[src/include/gemm_params.svh]
/*
 * sizing macros for the gemm DMA tile
 * include wherever word, line, buffer or burst widths are needed
 */
`ifndef GEMM_PARAMS_SVH
`define GEMM_PARAMS_SVH

// one matrix element and one AXI data beat
`define GEMM_DW         32
// array edge, also words per buffer line
`define GEMM_SA         4
// 64 lines per buffer, enough for width 32 with headroom
`define GEMM_BUF_AW     6
`define GEMM_BURST_LEN  16
`define GEMM_LINE_W     128
// full signed product plus one guard bit
`define GEMM_ACC_W      65

`endif

[src/hdl/gemm_pkg.sv]
/*
 * shared types of the gemm DMA tile
 * AXI channel structs, buffer write port, line and accumulator types
 */
`include "gemm_params.svh"

package gemm_pkg;

    // config scalars
    typedef logic [31:0] addr_t;
    typedef logic [7:0]  width_t;
    typedef logic [3:0]  axi_id_t;

    typedef logic [`GEMM_BUF_AW-1:0] buf_addr_t;
    // one bit wider so a full buffer still counts
    typedef logic [`GEMM_BUF_AW:0]   line_cnt_t;

    // lane j lives in word j
    typedef logic [`GEMM_SA-1:0][`GEMM_DW-1:0] line_t;

    typedef logic signed [`GEMM_ACC_W-1:0] acc_t;
    // indexed [row][col]
    typedef acc_t [`GEMM_SA-1:0][`GEMM_SA-1:0] acc_tile_t;

    typedef struct packed {
        logic       arvalid;
        addr_t      araddr;
        axi_id_t    arid;
        logic [7:0] arlen;
        logic [2:0] arsize;
        logic [1:0] arburst;
    } axi_ar_t;

    typedef struct packed {
        logic                rvalid;
        axi_id_t             rid;
        logic [`GEMM_DW-1:0] rdata;
        logic                rlast;
    } axi_r_t;

    typedef struct packed {
        logic       awvalid;
        addr_t      awaddr;
        axi_id_t    awid;
        logic [7:0] awlen;
        logic [2:0] awsize;
        logic [1:0] awburst;
    } axi_aw_t;

    typedef struct packed {
        logic                  wvalid;
        logic [`GEMM_DW-1:0]   wdata;
        logic [`GEMM_DW/8-1:0] wstrb;
        logic                  wlast;
    } axi_w_t;

    typedef struct packed {
        logic       bvalid;
        axi_id_t    bid;
        logic [1:0] bresp;
    } axi_b_t;

    // one line write into a line buffer
    typedef struct packed {
        logic      wren;
        buf_addr_t waddr;
        line_t     wdata;
    } buf_wr_t;

endpackage

[src/hdl/dma_ctrl.sv]
/*
 * sequencer of the gemm tile: issues the A and B read bursts, waits for
 * both buffers to fill, kicks the MAC array, then writes C back in one burst
 */
`timescale 1ns/100ps
`include "gemm_params.svh"

module dma_ctrl
    import gemm_pkg::*;
(
    input  logic      clk,
    input  logic      rst_n,
    input  logic      start_i,
    input  addr_t     mat_a_addr_i,
    input  addr_t     mat_b_addr_i,
    input  addr_t     mat_c_addr_i,
    input  width_t    mat_width_i,
    output logic      done_o,
    output axi_ar_t   ar_o,
    input  logic      arready_i,
    output logic      rready_o,
    output logic      pack_en_o,
    input  line_cnt_t a_lines_i,
    input  line_cnt_t b_lines_i,
    output logic      mm_start_o,
    input  logic      mm_done_i,
    output axi_aw_t   aw_o,
    input  logic      awready_i,
    output logic      wr_start_o,
    input  logic      wr_last_i,
    input  axi_b_t    b_i,
    output logic      bready_o
);

    typedef enum logic [2:0] {
        S_IDLE, S_AR_A, S_AR_B, S_LOAD, S_COMP, S_AW, S_WR, S_BRESP
    } state_t;

    state_t     state;
    state_t     state_n;
    logic [5:0] burst_cnt;
    logic [5:0] burst_last;
    logic       ar_hs;
    logic       aw_hs;
    logic       load_done;

    // four lines per burst, so width/4 bursts per matrix
    assign burst_last = mat_width_i[7:2] - 6'd1;
    assign ar_hs      = ar_o.arvalid && arready_i;
    assign aw_hs      = aw_o.awvalid && awready_i;
    // both packers have written every line
    assign load_done  = ({1'b0, a_lines_i} == mat_width_i) &&
                        ({1'b0, b_lines_i} == mat_width_i);

    always_comb begin
        state_n = state;
        case (state)
            S_IDLE:  if (start_i) state_n = S_AR_A;
            S_AR_A:  if (ar_hs && burst_cnt == burst_last) state_n = S_AR_B;
            S_AR_B:  if (ar_hs && burst_cnt == burst_last) state_n = S_LOAD;
            S_LOAD:  if (load_done) state_n = S_COMP;
            S_COMP:  if (mm_done_i) state_n = S_AW;
            S_AW:    if (aw_hs) state_n = S_WR;
            S_WR:    if (wr_last_i) state_n = S_BRESP;
            S_BRESP: if (b_i.bvalid && bready_o) state_n = S_IDLE;
            default: state_n = S_IDLE;
        endcase
    end

    always_ff @(posedge clk) begin
        if (!rst_n) begin
            state      <= S_IDLE;
            burst_cnt  <= '0;
            mm_start_o <= 1'b0;
            wr_start_o <= 1'b0;
        end else begin
            state      <= state_n;
            // single-cycle kicks on leaving load and AW
            mm_start_o <= (state == S_LOAD) && load_done;
            wr_start_o <= (state == S_AW) && aw_hs;
            // wraps after the last A burst, reused for B
            if (ar_hs)
                burst_cnt <= (burst_cnt == burst_last) ? 6'd0 : burst_cnt + 6'd1;
        end
    end

    assign done_o    = (state == S_IDLE);
    // R accepted as soon as the first A burst is out
    assign rready_o  = (state == S_AR_A) || (state == S_AR_B) || (state == S_LOAD);
    assign pack_en_o = rready_o;
    assign bready_o  = (state == S_WR) || (state == S_BRESP);

    always_comb begin
        ar_o.arvalid = (state == S_AR_A) || (state == S_AR_B);
        // base plus 64 bytes per burst
        ar_o.araddr  = ((state == S_AR_B) ? mat_b_addr_i : mat_a_addr_i) +
                       {20'd0, burst_cnt, 6'd0};
        ar_o.arid    = (state == S_AR_B) ? axi_id_t'(1) : axi_id_t'(0);
        ar_o.arlen   = 8'(`GEMM_BURST_LEN - 1);
        ar_o.arsize  = 3'($clog2(`GEMM_DW / 8));
        ar_o.arburst = 2'b01;
    end

    always_comb begin
        aw_o.awvalid = (state == S_AW);
        aw_o.awaddr  = mat_c_addr_i;
        aw_o.awid    = '0;
        aw_o.awlen   = 8'(`GEMM_BURST_LEN - 1);
        aw_o.awsize  = 3'($clog2(`GEMM_DW / 8));
        aw_o.awburst = 2'b01;
    end

    // stalled AR keeps valid and payload
    ar_hold_a: assert property (@(posedge clk) disable iff (!rst_n)
        ar_o.arvalid && !arready_i |=> ar_o.arvalid && $stable(ar_o));

    // reduction depth must be a nonzero multiple of 4
    width_ok_a: assert property (@(posedge clk) disable iff (!rst_n)
        (state == S_IDLE) && start_i |->
            (mat_width_i != 8'd0) && (mat_width_i[1:0] == 2'b00));

endmodule

[config.mk]
export PLATFORM = sky130hd
export DESIGN_NAME = dma_ctrl
export DESIGN_NICKNAME = d
export VERILOG_FILES = /design/src/hdl/gemm_pkg.sv /design/src/hdl/dma_ctrl.sv
export VERILOG_INCLUDE_DIRS = /design/src /design/src/include
export SDC_FILE = /design/constraint.sdc
export NUM_CORES = 1
export LEC_CHECK = 0
export ABC_AREA = 1
export BUFFER_PORTS_ARGS = -buffer_cell sky130_fd_sc_hd__buf_2
export CORE_AREA = 2 2 92 94
export DETAILED_ROUTE_END_ITERATION = 7
export DIE_AREA = 0 0 94 96
export PLACE_DENSITY = 0.83
export SYNTH_ARGS = -nofsm -noshare
export SYNTH_HDL_FRONTEND = slang
export SYNTH_SLANG_ARGS = --single-unit
[constraint.sdc]
create_clock -name clk -period 6.3 [get_ports clk]
set_input_delay 0.63 -clock clk [delete_from_list [all_inputs] [get_ports clk]]
set_output_delay 0.63 -clock clk [all_outputs]
set_load 0.05 [all_outputs]
==> flow_summary.ini <==
[cts]
cts_buffer_depth = 2
cts_tree = yes
cts_setup_buffers = 0
clk_latency_ns = 0.24
path_clk_slew_ns = 0.05
hold_buffers = 0
cts_resized = 0
cts_made_buffers = 3
cts_root_buffer = clkbuf_8
cts.sinks = 11
cts-htree-levels = 1

[critical_path]
critPathArrivalTime_ns = 3.36
crit_fanout = 54
cp.required_ns = 5.67
crit_path_start_kind = register
end_kind = primary output
path_class = reg -> out
rrSetupSlack_ns = 4.51
regToRegStartpoint = state[0]$_SDFFE_PN0P_
reg2reg_to = state[0]$_SDFFE_PN0P_
worst-r2r-cell-count = 10

[timing]
finClkSkew_ns = 0.008289
finalSetupViolCount = 0
setup_tns_ns = 0
tightest_slew_ns = 0.5638
layout_worst_path_cycle_share_pct = 63.32
whs_ns = 0.5496
rsz0062_at_grt = no
hold_violations = 0
clock.fmax_mhz = 250.7
fin_crit_ns = 3.989
slew_headroom_pct = 62.02
drv_slew = 0

[grt]
antenna_found_initial = 0
grt_max_degree = 55
grt_usage_pct = 16.17
grt_pass1_vias = 2850
grt-ovfl-total = 0
grt_pass1_wl_mm = 11.99

[placement]
hpwl_mm = 6.796
gp_congestion = 0.9071
dpl-instance-area_um2 = 3462
io_buffers = 134

[min_path]
hp-class = reg -> reg
min_from = burst_cnt[0]$_SDFFE_PN0P_
hold_path_end = burst_cnt[0]$_SDFFE_PN0P_
min_path_cells = 2

[floorplanning]
pin_count = 238
rows = 33
initial_core_util_pct = 38.69
coreArea_um2 = 8051
dieArea_um2 = 9024
die_y_um = 96
die-width_um = 94

[finish]
area_delta_synth_final_pct = 12.57
antenna_cells = 0
finish.instance_area_um2 = 3507
drive_gt1_share_pct = 27.63
fin_nets = 809

[synth]
ys_ff_latch = 11
yosysWarningCount = 0
synth_area_um2 = 3115
synth.distinct_cells = 35
syn_area_per_cell_um2 = 5.456
synthCells = 571
ys_seq_area_share_pct = 7.068

[drt]
drt_iter0_drc = 95
wl_per_cell_um = 10.29
route.vias.total = 3500
postRouteWirelength_mm = 7.936
drtPass1Iterations = 4
antenna_left = 0
viasPerCell = 4.540
drcViolationCount = 0

[pwr]
power_density_nw_per_um2 = 319.8
p_leak_nw = 2.059
ir_worst_vdd_mv = 0.2895

[run]
drv_cap = 0

[status]
outcome = completed
## through the flow
stage / setup WS [ns] / total power [mW] / util, % / cells
3_3_place_gp: 2.610 / 1.047 / 43.00 / 767
6_report: 2.311 / 1.122 / 43.56 / 771
4_1_cts: 2.296 / 1.127 / 43.56 / 771
3_5_place_dp: 2.564 / 1.053 / 43.00 / 767
2_1_floorplan: 2.007 / 0.9530 / - / 602
5_1_grt: 1.968 / 1.211 / 43.56 / 771
## logic make-up (layout without fill, tap and decap cells)
family	after synthesis	in the layout	synth area share, %
buffers and inverters	146	210	27.27
other	2	33	0.2411
AOI/OAI and AO/OA	47	47	8.956
DFF	11	11	7.068
and+or+nand+nor	337	337	47.15
adders and majority gates	10	10	4.257
xor gates and xnor gates	18	18	5.060
## power by group
part | switching (mW) | internal (mW)
registers | 0.0174 | 0.0804
logic | 0.732 | 0.221
clock network | 0.0265 | 0.0444
total | 0.776 | 0.346
## worst max-delay path: stages, from the launching register on
cell,delay [ns]
dfxtp_1,0.51
inv_2,0.13
nand2_2,0.12
buf_4,0.45
nand2_1,0.09
nand2_1,0.15
ha_1,0.16
a21oi_1,0.08
nand2_1,0.15
nand2_1,0.07
nand2_1,0.14
nand2_1,0.09
a21oi_2,0.27
and2_1,0.27
xor2_1,0.15
buf_2,0.28
## flip-flops by register name, indices dropped and copies added, names as in the netlist
register and cells:
burst_cnt 6, mm_start_o 1, state 3, wr_start_o 1
## cells in the mapped netlist
library cell	number	share of area, %
a21oi_2	1	0.28
and2_1	1	0.20
nand2_1	189	23
a21oi_1	11	1.8
nand3_1	40	6.4
xnor2_1	2	0.56
clkinv_1	1	0.12
or2_2	1	0.20
a211oi_1	1	0.24
nor2_1	60	7.2
ha_1	9	3.6
o21ai_1	7	1.1
nand3b_1	1	0.24
inv_2	2	0.24
nor2_2	10	2.0
buf_4	67	16
buf_6	5	1.8
dfxtp_1	11	7.1
nor3_2	1	0.32
buf_2	1	0.16
nor2_4	4	1.4
o21ai_2	10	2.8
nor3_4	1	0.52
inv_1	67	8.1
buf_8	1	0.48
nor3_1	4	0.64
nand3_2	1	0.32
nand2_2	14	2.8
fa_1	1	0.64
nor4_1	1	0.20
o21ai_0	17	2.7
nand4_1	9	1.8
clkbuf_1	2	0.24
xor2_1	16	4.5
conb_1	2	0.24
## worst max-delay path by stage
stage	start	to	slack [ns]	cells past startpoint
2_1_floorplan	state[2]$_SDFFE_PN0P_	ar_o[33]	2.01	16
3_3_place_gp	state[2]$_SDFFE_PN0P_	ar_o[33]	2.61	15
3_5_place_dp	state[2]$_SDFFE_PN0P_	ar_o[32]	2.56	15
4_1_cts	state[2]$_SDFFE_PN0P_	ar_o[32]	2.30	15
5_1_grt	state[2]$_SDFFE_PN0P_	ar_o[39]	1.97	15
6_report	state[2]$_SDFFE_PN0P_	ar_o[32]	2.31	15
## layer usage
layer  track usage [%]  part of all wire (%)
met3             2.819                   8.7
met5                 0                     0
met1             18.69                    42
met4             5.435                   2.2
met2             30.06                    47
## layout by cell type, fill, tap and decap left out, drive strengths merged, types with 4 or more instances in the layout
| cell type | count |
|---|---|
| nand2 | 203 |
| buf | 136 |
| nor2 | 74 |
| inv | 69 |
| nand3 | 41 |
| o21ai | 34 |
| conb | 33 |
| xor2 | 16 |
| a21oi | 12 |
| dfxtp | 11 |
| nand4 | 9 |
| ha | 9 |
| nor3 | 6 |
| clkbuf | 4 |
## layout make-up
class / instances / area, um2
fillers: 893 / 4544
multi-input cells: 445 / 2162
repair buffers: 136 / 685.7
inverters: 70 / 262.8
flip-flops and latches: 11 / 220.2
well taps: 105 / 131.4
clock buffers: 4 / 45.04
Note: power is estimated with default switching activity, not from simulation.
