**src/include/gemm_params.svh**
```systemverilog
/*
 * sizing macros for the gemm DMA tile
 * include wherever word, line, buffer or burst widths are needed
 */
`ifndef GEMM_PARAMS_SVH
`define GEMM_PARAMS_SVH

// one matrix element and one AXI data beat
`define GEMM_DW         32
// array edge, also words per buffer line
`define GEMM_SA         4
// 64 lines per buffer, enough for width 32 with headroom
`define GEMM_BUF_AW     6
`define GEMM_BURST_LEN  16
`define GEMM_LINE_W     128
// full signed product plus one guard bit
`define GEMM_ACC_W      65

`endif

```
**src/hdl/gemm_pkg.sv**
```systemverilog
/*
 * shared types of the gemm DMA tile
 * AXI channel structs, buffer write port, line and accumulator types
 */
`include "gemm_params.svh"

package gemm_pkg;

    // config scalars
    typedef logic [31:0] addr_t;
    typedef logic [7:0]  width_t;
    typedef logic [3:0]  axi_id_t;

    typedef logic [`GEMM_BUF_AW-1:0] buf_addr_t;
    // one bit wider so a full buffer still counts
    typedef logic [`GEMM_BUF_AW:0]   line_cnt_t;

    // lane j lives in word j
    typedef logic [`GEMM_SA-1:0][`GEMM_DW-1:0] line_t;

    typedef logic signed [`GEMM_ACC_W-1:0] acc_t;
    // indexed [row][col]
    typedef acc_t [`GEMM_SA-1:0][`GEMM_SA-1:0] acc_tile_t;

    typedef struct packed {
        logic       arvalid;
        addr_t      araddr;
        axi_id_t    arid;
        logic [7:0] arlen;
        logic [2:0] arsize;
        logic [1:0] arburst;
    } axi_ar_t;

    typedef struct packed {
        logic                rvalid;
        axi_id_t             rid;
        logic [`GEMM_DW-1:0] rdata;
        logic                rlast;
    } axi_r_t;

    typedef struct packed {
        logic       awvalid;
        addr_t      awaddr;
        axi_id_t    awid;
        logic [7:0] awlen;
        logic [2:0] awsize;
        logic [1:0] awburst;
    } axi_aw_t;

    typedef struct packed {
        logic                  wvalid;
        logic [`GEMM_DW-1:0]   wdata;
        logic [`GEMM_DW/8-1:0] wstrb;
        logic                  wlast;
    } axi_w_t;

    typedef struct packed {
        logic       bvalid;
        axi_id_t    bid;
        logic [1:0] bresp;
    } axi_b_t;

    // one line write into a line buffer
    typedef struct packed {
        logic      wren;
        buf_addr_t waddr;
        line_t     wdata;
    } buf_wr_t;

endpackage

```
**src/hdl/c_writer.sv**
```systemverilog
/*
 * streams the accumulator tile out as one W burst, row-major
 * each beat carries the low word of a signed accumulator
 */
`timescale 1ns/100ps
`include "gemm_params.svh"

module c_writer
    import gemm_pkg::*;
(
    input  logic      clk,
    input  logic      rst_n,
    input  logic      start_i,
    input  acc_tile_t acc_i,
    output axi_w_t    w_o,
    input  logic      wready_i,
    output logic      last_o
);

    logic [$clog2(`GEMM_BURST_LEN)-1:0] beat;
    logic                               busy;
    logic                               w_hs;

    assign w_hs = w_o.wvalid && wready_i;

    // beat n is element (n/4, n%4), held while wready is low
    always_comb begin
        w_o.wvalid = busy;
        w_o.wdata  = acc_i[beat[3:2]][beat[1:0]][`GEMM_DW-1:0];
        w_o.wstrb  = '1;
        w_o.wlast  = (beat == 4'(`GEMM_BURST_LEN - 1));
    end

    // pulses as the final beat is taken
    assign last_o = w_hs && w_o.wlast;

    always_ff @(posedge clk) begin
        if (!rst_n) begin
            busy <= 1'b0;
            beat <= '0;
        end else if (start_i) begin
            busy <= 1'b1;
            beat <= '0;
        end else if (w_hs) begin
            beat <= beat + 1'b1;
            if (w_o.wlast)
                busy <= 1'b0;
        end
    end

endmodule

```
**config.mk**
```make
export PLATFORM = sky130hd
export DESIGN_NAME = c_writer
export DESIGN_NICKNAME = d
export VERILOG_FILES = /design/src/hdl/gemm_pkg.sv /design/src/hdl/c_writer.sv
export VERILOG_INCLUDE_DIRS = /design/src /design/src/include
export SDC_FILE = /design/constraint.sdc
export NUM_CORES = 1
export LEC_CHECK = 0
export ABC_AREA = 1
export BUFFER_PORTS_ARGS = -buffer_cell sky130_fd_sc_hd__buf_2
export CAP_MARGIN = 20
export CORE_AREA = 2 2 420 422
export CTS_CLUSTER_SIZE = 25
export DETAILED_ROUTE_END_ITERATION = 8
export DIE_AREA = 0 0 422 424
export SYNTH_ARGS = -nofsm -noshare
export SYNTH_HDL_FRONTEND = slang
export SYNTH_SLANG_ARGS = --single-unit
```
**constraint.sdc**
```tcl
create_clock -name clk -period 4.6 [get_ports clk]
set_input_delay 1.38 -clock clk [delete_from_list [all_inputs] [get_ports clk]]
set_output_delay 1.38 -clock clk [all_outputs]
set_load 0.05 [all_outputs]
```
==> results of run 1 <==
-- sequential cells by signal, summed over array words and instances, names as in the netlist --
name	flops
beat	4
busy	1
-- layout by cell type, fill, tap and decap left out, drive strengths merged --
cell      n
nand2   772
buf     575
inv     488
nand3   322
diode    55
a21oi     5
nor2      5
dfxtp     5
o21ai     4
conb      4
clkbuf    4
clkinv    1
ha        1
-- final timing paths --
| kind | from | end | slack, ns | cells past startpoint |
|---|---|---|---|---|
| max | acc_i[857] | w_o[17] | 0.34 | 8 |
| min | busy$_SDFFE_PN0P_ | busy$_SDFFE_PN0P_ | 0.51 | 2 |
| max reg2reg | beat[0]$_SDFFE_PP0P_ | busy$_SDFFE_PN0P_ | 2.74 | 5 |
| min reg2reg | busy$_SDFFE_PN0P_ | busy$_SDFFE_PN0P_ | 0.51 | 2 |
-- area by class of cell --
type / count / area [um2] / share of cell area [%]
Tap cell: 2340 / 2930 / 22.6
Antenna cell: 55 / 138 / 1.06
Sequential cell: 5 / 109 / 0.842
Multi-Input combinational cell: 1113 / 4610 / 35.6
Clock buffer: 4 / 78.8 / 0.610
Inverter: 489 / 1850 / 14.3
Timing Repair Buffer: 575 / 3220 / 24.9
-- cells by family (layout without fill, tap and decap cells) --
kind of cell / count (synthesis) / in the layout / synth area share, %
adder cells (fa/ha/maj): 1 / 1 / 0.173
AO/OA/AOI/OAI: 9 / 9 / 0.623
flip-flops: 5 / 5 / 1.39
other: 1 / 59 / 0.0519
AND/OR/NAND/NOR: 1099 / 1099 / 62.7
buffers and inverters: 596 / 1068 / 35.1
-- metrics by stage --
stage | setup slack [ns] | area, um2
finish | 0.343 | 12900
global route | 0.357 | 12900
CTS | 0.425 | 12800
detailed placement | 0.430 | 12700
global placement | 0.425 | 12700
floorplan | 1.06 | 7240
-- metal layers --
metal	wire length, um	share of wire (%)	global-route usage [%]	vias up
li1	-	-	-	5888
met1	32500	37	10.7	5291
met2	40000	45	14.6	810
met3	10400	12	3.95	290
met4	4580	5.2	4.49	76
met5	437	0.50	0	-
-- worst register-to-register path: cells and delay by family (launching register included) --
family / cells / cell delay (ns)
buffers and inverters: 1 / 0.47
adders and majority gates: 1 / 0.31
DFF: 1 / 0.31
and+or+nand+nor: 1 / 0.29
AOI/OAI and AO/OA: 2 / 0.37
-- power by group --
| part | switching (uW) | total [uW] | internal, uW |
|---|---|---|---|
| combinational | 432 | 729 | 297 |
| clock | 43.6 | 160 | 116 |
| sequential | 0.838 | 44.4 | 43.6 |
| total | 476 | 934 | 457 |
==> parameters.txt, run 1 <==
Parameter                              Value

Logic synthesis
  Synth cell types    18
  Dominant register cell in the synthesized netlist    sky130_fd_sc_hd__dfxtp_1
  Most common cell in the netlist    sky130_fd_sc_hd__nand2_1
  Post-Syn Area per Cell    4.22 um2
  Number of enable-type register cells in the synthesized netlist    0
  Count of mapped cells out of synthesis    1,711
  Commonest cells post-synth    772 x sky130_fd_sc_hd__nand2_1, 483 x sky130_fd_sc_hd__inv_1, 322 x sky130_fd_sc_hd__nand3_1, 54 x sky130_fd_sc_hd__buf_2, 23 x sky130_fd_sc_hd__buf_6
  Yosys Warn Count    0
  Post-synthesis sequential area ratio    1.39%
  Most area-consuming cells after synthesis    sky130_fd_sc_hd__nand2_1 40%, sky130_fd_sc_hd__inv_1 25%, sky130_fd_sc_hd__nand3_1 22%
  Post-synth top area cell    sky130_fd_sc_hd__nand2_1
  Flip-flop and latch count after synthesis    5
  Netlist area before placement    0.00723 mm2
  Area share of the largest cell type after synthesis    40.1%
  Share of flip-flops with an asynchronous set or reset    0%

Setup path
  Classification of the worst setup path    primary input to output port
  Most Frequent Cell on Critical Path    sky130_fd_sc_hd__nand3_1
  Crit-path slowest cell    sky130_fd_sc_hd__nand3_1
  Count of buffer and inverter cells on the critical path    3
  Data required time at the worst endpoint    3.22 ns
  Arrival time worst endpoint    2.88 ns
  Crit Path Max Fanout    1
  Delay of the slowest critical-path stage    0.34 ns
  Critical path's top delay family    simple AND/OR/NAND/NOR gates
  List of cells traversed by the critical path    buf_2 -> inv_1 -> nand2_1 -> nand3_1 -> nand3_1 -> nand3_1 -> nand2_1 -> buf_2
  Launching element type of the critical path    primary input
  Endpoint class of the critical path    output port

Clock network
  CTS Hold Bufs    0
  CTS sink cnt    5
  Root buffer cell    sky130_fd_sc_hd__clkbuf_16
  Clock tree from TritonCTS    done
  # Post-CTS Setup Buffers    0
  H-tree depth reported by CTS    1
  Clock buffer count from CTS    3
  Maximum number of buffers from clock root to sink    2
  Clk Latency, worst-skew pair    0.24 ns
  Clock transition time at the flip-flop clock pins of the worst setup and hold paths    0.05 ns
  Count of cells resized by post-cts repair    0

STA
  Sum of negative setup slack    0 ns
  Fmax achieved    0.235 GHz
  RSZ-0062 raised after global routing    false
  Final Hold Viols    0
  Final period util    92.5%
  Number of pins with negative max-slew slack in the final report    0
  Final hold slack    0.508 ns
  Worst Clk Skew    0.0118 ns
  Total of endpoints with negative setup slack in the final report    0
  Minimum period implied by the final worst setup slack    4.26 ns
  Slew @ Worst Pin    0.970 ns
  Max-Slew Margin vs Limit    34.9%

Floorplanning
  Core ar.    0.175 mm2
  Width of the chip    422 um
  Boundary pin count    1,083
  Vert. Die Dim    424 um
  Starting Density    4.13%
  Number of rows created at floorplan    154
  Area enclosed by the die boundary    0.179 mm2

Routing
  Total number of vias    12,400
  Violation count after the first detailed-routing iteration    1,144
  Post-route antenna net violation count    0
  Iteration count of the initial detailed-routing pass    5
  Remaining DRCs    0
  Via density    2.70
  Average wire length per cell after detail routing    19.2 um
  Total length of routed wires    87,800 um

Global routing
  First-pass GRT wire length    105,000 um
  Sum of overflow across all layers after global routing    0
  Number of global-route vias before repair    10,000
  Total routing resource utilization after global routing    9.24%
  Number of antenna violations at the first check in global routing    200
  Largest net degree at the start of global routing    126

Pwr
  Power density of the placed cells    72.2 mW/mm2
  Max VDD drop    0.0807 mV
  Overall power after layout    934 uW
  Static Leakage    0.00758 uW

Placed design
  Placed cell count    4,522
  Half-perimeter wire length after placement    79,200 um
  Number of port buffers    550
  Placer Congestion    0.908

Finish
  Final instance count without filler cells    4,581
  Core Util, Final    7.39%
  Final net count    3,232
  Fill cell instance count of the final layout    21,200
  Area Overhead vs Synth    78.9%
  Share of post-route cells with drive strength above 1    26.9%

Worst hold path
  Classification of the worst-slack hold path    flip-flop to flip-flop

Job
  Max-capacitance violation count    0

Status
  Run status    completed
No activity file was read; power rests on OpenSTA's default activity.
==> run 2: changes to the inputs <==
Settings changed: CTS_BUF_LIST from default to sky130_fd_sc_hd__clkbuf_4 sky130_fd_sc_hd__clkbuf_8.
==> parameters.txt, run 2 (synthesis gave the netlist of run 1 again) <==
Parameter                              Value

Finish
  Share of post-route cells with drive strength above 1    26.9% (about the same)
  Most frequent standard cell in the layout excluding fill and tap cells    sky130_fd_sc_hd__nand2_1 (unchanged)
  Most frequent cells in the layout    772 x sky130_fd_sc_hd__nand2_1, 538 x sky130_fd_sc_hd__buf_2, 482 x sky130_fd_sc_hd__inv_1 (unchanged)
  Max reg flops    4 (unchanged)
  Final instance count without filler cells    4,580 (was 4,581)
  Final net count    3,232 (unchanged)
  Fill cell instance count of the final layout    21,200 (about the same)
  Footprint of the multi-input gates    0.00461 mm2 (unchanged)
  Top Registers    beat x4, busy x1 (unchanged)
  Area Overhead vs Synth    78.5% (was 78.9%)
  Area of all sequential standard cells    109 um2 (unchanged)
  Largest reg by FF count    beat (unchanged)
  Core Util, Final    7.37% (was 7.39%)

STA
  Worst Clk Skew    0.0137 ns (was 0.0118 ns)
  Max-Slew Margin vs Limit    34.8% (was 34.9%)
  Number of pins with negative max-slew slack in the final report    0 (unchanged)
  Final Hold Viols    0 (unchanged)
  Slew @ Worst Pin    0.972 ns (was 0.970 ns)
  Minimum period implied by the final worst setup slack    4.18 ns (was 4.26 ns)
  Fmax achieved    0.239 GHz (was 0.235 GHz)
  RSZ-0062 raised after global routing    false (unchanged)
  Final period util    91.0% (was 92.5%)
  Total of endpoints with negative setup slack in the final report    0 (unchanged)
  Sum of negative setup slack    0 ns (unchanged)

Floorplanning
  Width of the chip    422 um (unchanged)
  Number of rows created at floorplan    154 (unchanged)
  Core ar.    0.175 mm2 (unchanged)
  Area enclosed by the die boundary    0.179 mm2 (unchanged)
  Vert. Die Dim    424 um (unchanged)
  Starting Density    4.13% (unchanged)
  Boundary pin count    1,083 (unchanged)

Placed design
  Placer Congestion    0.908 (unchanged)
  Half-perimeter wire length after placement    79,200 um (unchanged)
  Number of port buffers    550 (unchanged)
  Placed cell count    4,522 (unchanged)

Setup path
  Crit-path slowest cell    sky130_fd_sc_hd__buf_2 (was sky130_fd_sc_hd__nand3_1)
  Classification of the worst setup path    primary input to output port (unchanged)
  Logic depth of the worst register-to-register path    5 (unchanged)
  R2R setup slack    2.75 ns (was 2.74 ns)
  Arrival time worst endpoint    2.80 ns (was 2.88 ns)
  Reg2reg end    busy$_SDFFE_PN0P_ (unchanged)
  Data required time at the worst endpoint    3.22 ns (about the same)
  Delay of the slowest critical-path stage    0.32 ns (was 0.34 ns)
  Most Frequent Cell on Critical Path    sky130_fd_sc_hd__nand3_1 (unchanged)
  Launching element type of the critical path    primary input (unchanged)
  Endpoint class of the critical path    output port (unchanged)
  List of cells traversed by the critical path    buf_2 -> inv_1 -> nand2_1 -> nand3_1 -> nand3_1 -> nand3_1 -> nand2_1 -> buf_2 (unchanged)
  Crit Path Max Fanout    1 (unchanged)
  Startpoint of the worst-slack reg-to-reg timing path    beat[0]$_SDFFE_PP0P_ (unchanged)

Worst hold path
  Worst hold path stage count    2 (unchanged)
  Sink of the worst hold path    busy$_SDFFE_PN0P_ (unchanged)
  Classification of the worst-slack hold path    flip-flop to flip-flop (unchanged)
  Startpoint of the tightest hold check path    busy$_SDFFE_PN0P_ (unchanged)

Routing
  Violation count after the first detailed-routing iteration    1,143 (was 1,144)
  Post-route antenna net violation count    0 (unchanged)
  Total length of routed wires    87,900 um (was 87,800 um)
  Via density    2.70 (about the same)
  Total number of vias    12,400 (about the same)
  Remaining DRCs    0 (unchanged)
  Average wire length per cell after detail routing    19.2 um (about the same)
  Iteration count of the initial detailed-routing pass    6 (was 5)

Global routing
  Largest net degree at the start of global routing    126 (unchanged)
  Number of global-route vias before repair    10,000 (unchanged)
  First-pass GRT wire length    105,000 um (unchanged)
  Sum of overflow across all layers after global routing    0 (unchanged)
  Number of antenna violations at the first check in global routing    200 (unchanged)
  Total routing resource utilization after global routing    9.24% (unchanged)

Clock network
  CTS sink cnt    5 (unchanged)
  H-tree depth reported by CTS    1 (unchanged)
  Count of cells resized by post-cts repair    0 (unchanged)
  Maximum number of buffers from clock root to sink    2 (unchanged)
  Clock buffer count from CTS    3 (unchanged)
  Clock transition time at the flip-flop clock pins of the worst setup and hold paths    0.06 ns (was 0.05 ns)
  Clock tree from TritonCTS    done (unchanged)
  # Post-CTS Setup Buffers    0 (unchanged)
  Root buffer cell    sky130_fd_sc_hd__clkbuf_8 (was sky130_fd_sc_hd__clkbuf_16)
  CTS Hold Bufs    0 (unchanged)
  Clk Latency, worst-skew pair    0.25 ns (was 0.24 ns)

Pwr
  Overall power after layout    881 uW (was 934 uW)
  Static Leakage    0.00756 uW (was 0.00758 uW)
  Max VDD drop    0.0533 mV (was 0.0807 mV)
  Power density of the placed cells    68.3 mW/mm2 (was 72.2 mW/mm2)

Status
  Run status    completed (unchanged)

Job
  Max-capacitance violation count    0 (unchanged)
-- run 2: worst max-delay path by stage --
stage	from	slack, ns	depth (start not counted)	to
finish	acc_i[857]	0.42	8	w_o[17]
global placement	acc_i[857]	0.43	8	w_o[17]
floorplan	wready_i	1.06	2	last_o
global route	acc_i[857]	0.36	8	w_o[17]
CTS	acc_i[857]	0.43	8	w_o[17]
detailed placement	acc_i[857]	0.43	8	w_o[17]
-- run 2: worst max-delay path: cells and delay by family --
| family | cells | cell delay [ns] |
|---|---|---|
| AND/OR/NAND/NOR | 5 | 0.97 |
| buffers and inverters | 3 | 0.45 |
-- run 2: final cells by class --
class | count | area share [%]
Antenna cell | 54 | 1.05
Clock buffer | 4 | 0.378
Inverter | 489 | 14.3
Multi-Input combinational cell | 1113 | 35.7
Sequential cell | 5 | 0.844
Tap cell | 2340 | 22.7
Timing Repair Buffer | 575 | 25.0
-- run 2: where the power goes --
group          internal, uW  total, uW  switching [uW]
combinational           297        730             433
sequential             43.4       44.3           0.840
clock                  66.8        106            39.4
total                   408        881             473
-- run 2: metrics by stage --
stage | instance area, um2 | setup WS (ns) | hold WS (ns)
global route | 12900 | 0.357 | 0.536
floorplan | 7240 | 1.06 | 0.460
global placement | 12700 | 0.425 | 0.474
finish | 12900 | 0.416 | 0.510
detailed placement | 12700 | 0.430 | 0.501
CTS | 12800 | 0.425 | 0.511
-- run 2: metal layers --
layer | vias up | share of wire, % | global-route usage, %
met5 | - | 0.51 | 0
met4 | 78 | 5.2 | 4.49
met3 | 290 | 12 | 3.95
met2 | 828 | 46 | 14.6
met1 | 5279 | 37 | 10.7
li1 | 5883 | - | -
==> run 3: changes to the inputs <==
Settings changed: ABC_AREA 1 to 0, CORE_AREA 2 2 420 422 to 2 2 417 419, DIE_AREA 0 0 422 424 to 0 0 419 421.
==> parameters.txt, run 3 <==
Parameter                              Value

STA
  Number of pins with negative max-slew slack in the final report    0 (unchanged)
  Slew @ Worst Pin    1.05 ns (was 0.972 ns)
  Fmax achieved    0.234 GHz (was 0.239 GHz)
  RSZ-0062 raised after global routing    false (unchanged)
  Worst Clk Skew    0.00350 ns (was 0.0137 ns)
  Max-Slew Margin vs Limit    30.0% (was 34.8%)
  Sum of negative setup slack    0 ns (unchanged)
  Total of endpoints with negative setup slack in the final report    0 (unchanged)
  Final period util    92.9% (was 91.0%)
  Final Hold Viols    0 (unchanged)
  Minimum period implied by the final worst setup slack    4.28 ns (was 4.18 ns)

Logic synthesis
  Flip-flop and latch count after synthesis    5 (unchanged)
  Yosys Warn Count    0 (unchanged)
  Commonest cells post-synth    96 x sky130_fd_sc_hd__mux2i_1, 96 x sky130_fd_sc_hd__mux4_2, 32 x sky130_fd_sc_hd__a22oi_1, 32 x sky130_fd_sc_hd__a32oi_1, 32 x sky130_fd_sc_hd__o21ai_1 (was 772 x sky130_fd_sc_hd__nand2_1, 483 x sky130_fd_sc_hd__inv_1, 322 x sky130_fd_sc_hd__nand3_1, 54 x sky130_fd_sc_hd__buf_2, 23 x sky130_fd_sc_hd__buf_6)
  Most area-consuming cells after synthesis    sky130_fd_sc_hd__mux4_2 50%, sky130_fd_sc_hd__mux2i_1 22%, sky130_fd_sc_hd__a32oi_1 6.5% (was sky130_fd_sc_hd__nand2_1 40%, sky130_fd_sc_hd__inv_1 25%, sky130_fd_sc_hd__nand3_1 22%)
  Synth cell types    26 (was 18)
  Netlist area before placement    0.00434 mm2 (was 0.00723 mm2)
  Number of enable-type register cells in the synthesized netlist    0 (unchanged)
  Count of mapped cells out of synthesis    374 (was 1,711)
  Post-Syn Area per Cell    11.6 um2 (was 4.22 um2)
  Dominant register cell in the synthesized netlist    sky130_fd_sc_hd__dfxtp_1 (unchanged)
  Post-synthesis sequential area ratio    2.31% (was 1.39%)
  Share of flip-flops with an asynchronous set or reset    0% (unchanged)
  Post-synth top area cell    sky130_fd_sc_hd__mux4_2 (was sky130_fd_sc_hd__nand2_1)
  Area share of the largest cell type after synthesis    49.8% (was 40.1%)

Routing
  Violation count after the first detailed-routing iteration    814 (was 1,143)
  Via density    2.40 (was 2.70)
  Iteration count of the initial detailed-routing pass    7 (was 6)
  Total number of vias    7,866 (was 12,400)
  Total length of routed wires    96,700 um (was 87,900 um)
  Remaining DRCs    0 (unchanged)
  Average wire length per cell after detail routing    29.5 um (was 19.2 um)
  Post-route antenna net violation count    0 (unchanged)

Finish
  Area of all sequential standard cells    111 um2 (was 109 um2)
  Most frequent standard cell in the layout excluding fill and tap cells    sky130_fd_sc_hd__buf_2 (was sky130_fd_sc_hd__nand2_1)
  Fill cell instance count of the final layout    20,400 (was 21,200)
  Final net count    1,935 (was 3,232)
  Post-route cell area    0.0101 mm2 (was 0.0129 mm2)
  Share of post-route cells with drive strength above 1    75.5% (was 26.9%)
  Footprint of the multi-input gates    0.00396 mm2 (was 0.00461 mm2)
  Final instance count without filler cells    3,279 (was 4,580)
  Largest reg by FF count    beat (unchanged)
  Max reg flops    4 (unchanged)
  Most frequent cells in the layout    550 x sky130_fd_sc_hd__buf_2, 96 x sky130_fd_sc_hd__mux4_2, 96 x sky130_fd_sc_hd__mux2i_1 (was 772 x sky130_fd_sc_hd__nand2_1, 538 x sky130_fd_sc_hd__buf_2, 482 x sky130_fd_sc_hd__inv_1)
  Top Registers    beat x4, busy x1 (unchanged)
  Area Overhead vs Synth    134% (was 78.5%)

Clock network
  CTS Hold Bufs    0 (unchanged)
  Clk Latency, worst-skew pair    0.22 ns (was 0.25 ns)
  Count of cells resized by post-cts repair    0 (unchanged)
  Clock tree from TritonCTS    done (unchanged)
  Clock buffer count from CTS    3 (unchanged)
  # Post-CTS Setup Buffers    0 (unchanged)
  Root buffer cell    sky130_fd_sc_hd__clkbuf_8 (unchanged)
  H-tree depth reported by CTS    1 (unchanged)
  Maximum number of buffers from clock root to sink    2 (unchanged)
  Clock transition time at the flip-flop clock pins of the worst setup and hold paths    0.03 ns (was 0.06 ns)
  CTS sink cnt    5 (unchanged)

Floorplanning
  Width of the chip    419 um (was 422 um)
  Vert. Die Dim    421 um (was 424 um)
  Area enclosed by the die boundary    0.176 mm2 (was 0.179 mm2)
  Number of rows created at floorplan    153 (was 154)
  Boundary pin count    1,083 (unchanged)
  Core ar.    0.172 mm2 (was 0.175 mm2)
  Starting Density    2.51% (was 4.13%)

Pwr
  Max VDD drop    0.0741 mV (was 0.0533 mV)
  Net switching power    365 uW (was 473 uW)
  Internal power of the cells    363 uW (was 408 uW)
  Logic gate share of total power    81.8% (was 82.9%)
  Clock network fraction of design power    12.1% (about the same)
  Sw frac    50.1% (was 53.7%)
  Overall power after layout    728 uW (was 881 uW)
  Static Leakage    0.00315 uW (was 0.00756 uW)
  Part of the power in registers    6.2% (was 5.0%)
  Power density of the placed cells    71.8 mW/mm2 (was 68.3 mW/mm2)

Setup path
  Startpoint of the worst-slack reg-to-reg timing path    beat[2]$_SDFFE_PP0P_ (was beat[0]$_SDFFE_PP0P_)
  R2R setup slack    2.79 ns (was 2.75 ns)
  Reg2reg end    beat[3]$_SDFFE_PP0P_ (was busy$_SDFFE_PN0P_)
  Last element of the critical path    w_o[9] (was w_o[17])
  Classification of the worst setup path    primary input to output port (unchanged)
  Launching element type of the critical path    primary input (unchanged)
  Endpoint class of the critical path    output port (unchanged)
  Logic depth of the worst register-to-register path    4 (was 5)
  Data required time at the worst endpoint    3.22 ns (about the same)
  CP Launch Point    acc_i[979] (was acc_i[857])
  Arrival time worst endpoint    2.90 ns (was 2.80 ns)
  Crit Path Max Fanout    2 (was 1)

Global routing
  Number of global-route vias before repair    6,608 (was 10,000)
  Largest net degree at the start of global routing    52 (was 126)
  First-pass GRT wire length    109,000 um (was 105,000 um)
  Number of antenna violations at the first check in global routing    267 (was 200)
  Total routing resource utilization after global routing    10.4% (was 9.24%)
  Sum of overflow across all layers after global routing    0 (unchanged)

Placed design
  Placer Congestion    0.933 (was 0.908)
  Placed standard-cell area    0.00992 mm2 (was 0.0127 mm2)
  Placed cell count    3,210 (was 4,522)
  Number of port buffers    550 (unchanged)
  Half-perimeter wire length after placement    91,400 um (was 79,200 um)

Job
  Max-capacitance violation count    0 (unchanged)

Worst hold path
  Classification of the worst-slack hold path    flip-flop to flip-flop (unchanged)

Status
  Run status    completed (unchanged)
## run 3: worst min-delay path by stage
stage,depth (start not counted),endpoint,slack [ns],startpoint
2_1_floorplan,2,beat[1]$_SDFFE_PP0P_,0.50,busy$_SDFFE_PN0P_
3_3_place_gp,2,beat[1]$_SDFFE_PP0P_,0.52,busy$_SDFFE_PN0P_
3_5_place_dp,2,beat[1]$_SDFFE_PP0P_,0.53,busy$_SDFFE_PN0P_
4_1_cts,2,beat[1]$_SDFFE_PP0P_,0.53,busy$_SDFFE_PN0P_
5_1_grt,2,beat[1]$_SDFFE_PP0P_,0.57,busy$_SDFFE_PN0P_
6_report,2,beat[1]$_SDFFE_PP0P_,0.55,busy$_SDFFE_PN0P_
## run 3: layer usage
layer | vias to the layer above | share of wire, % | GRT usage [%]
li1 | 2764 | - | -
met1 | 3452 | 28 | 9.12
met2 | 998 | 50 | 19.3
met3 | 504 | 16 | 6.96
met4 | 148 | 5.0 | 2.66
met5 | - | 1.0 | 0.219
## run 3: final cells by class
cell class | count | share of cell area [%]
Antenna cell | 65 | 1.61
Inverter | 3 | 0.111
Multi-Input combinational cell | 313 | 39.0
Sequential cell | 5 | 1.10
Tap cell | 2325 | 28.7
Clock buffer | 4 | 0.482
Timing Repair Buffer | 564 | 28.9
## run 3: cell families (layout without fill, tap and decap cells)
logic type      count (synthesis)  in the layout  share of synthesized area [%]
simple gates                   14             14                           1.47
mux                           192            192                           72.0
compound gates                 99             99                           16.1
buf+inv                        59            571                           7.15
other cells                     1             69                         0.0864
flops                           5              5                           2.31
fa+ha+maj                       1              1                          0.288
xor+xnor                        3              3                          0.606
## run 3: critical path, stage by stage
cell and delay [ns]:
sky130_fd_sc_hd__buf_2 0.08, sky130_fd_sc_hd__mux2i_1 0.11, sky130_fd_sc_hd__a22oi_1 0.55, sky130_fd_sc_hd__a32oi_1 0.21
sky130_fd_sc_hd__o21ai_1 0.11, sky130_fd_sc_hd__buf_2 0.41
## run 3: power groups by stage
stage | clock network (uW) | registers [uW] | logic (uW)
after floorplan | 0 | 46.1 | 213
after global placement | 0 | 45.6 | 590
after detailed placement | 0 | 45.6 | 598
after CTS | 90.9 | 44.9 | 600
after global routing | 93.8 | 45.1 | 624
final | 87.8 | 45.0 | 595
## run 3: metrics by stage
step | worst slack [ns] | hold slack, ns | utilization, %
after CTS | 0.0830 | 0.534 | 5.78
after global routing | 0.131 | 0.572 | 5.84
after detailed placement | 0.0872 | 0.527 | 5.75
after floorplan | 0.752 | 0.504 | -
after global placement | 0.0970 | 0.522 | 5.75
final | 0.325 | 0.547 | 5.87
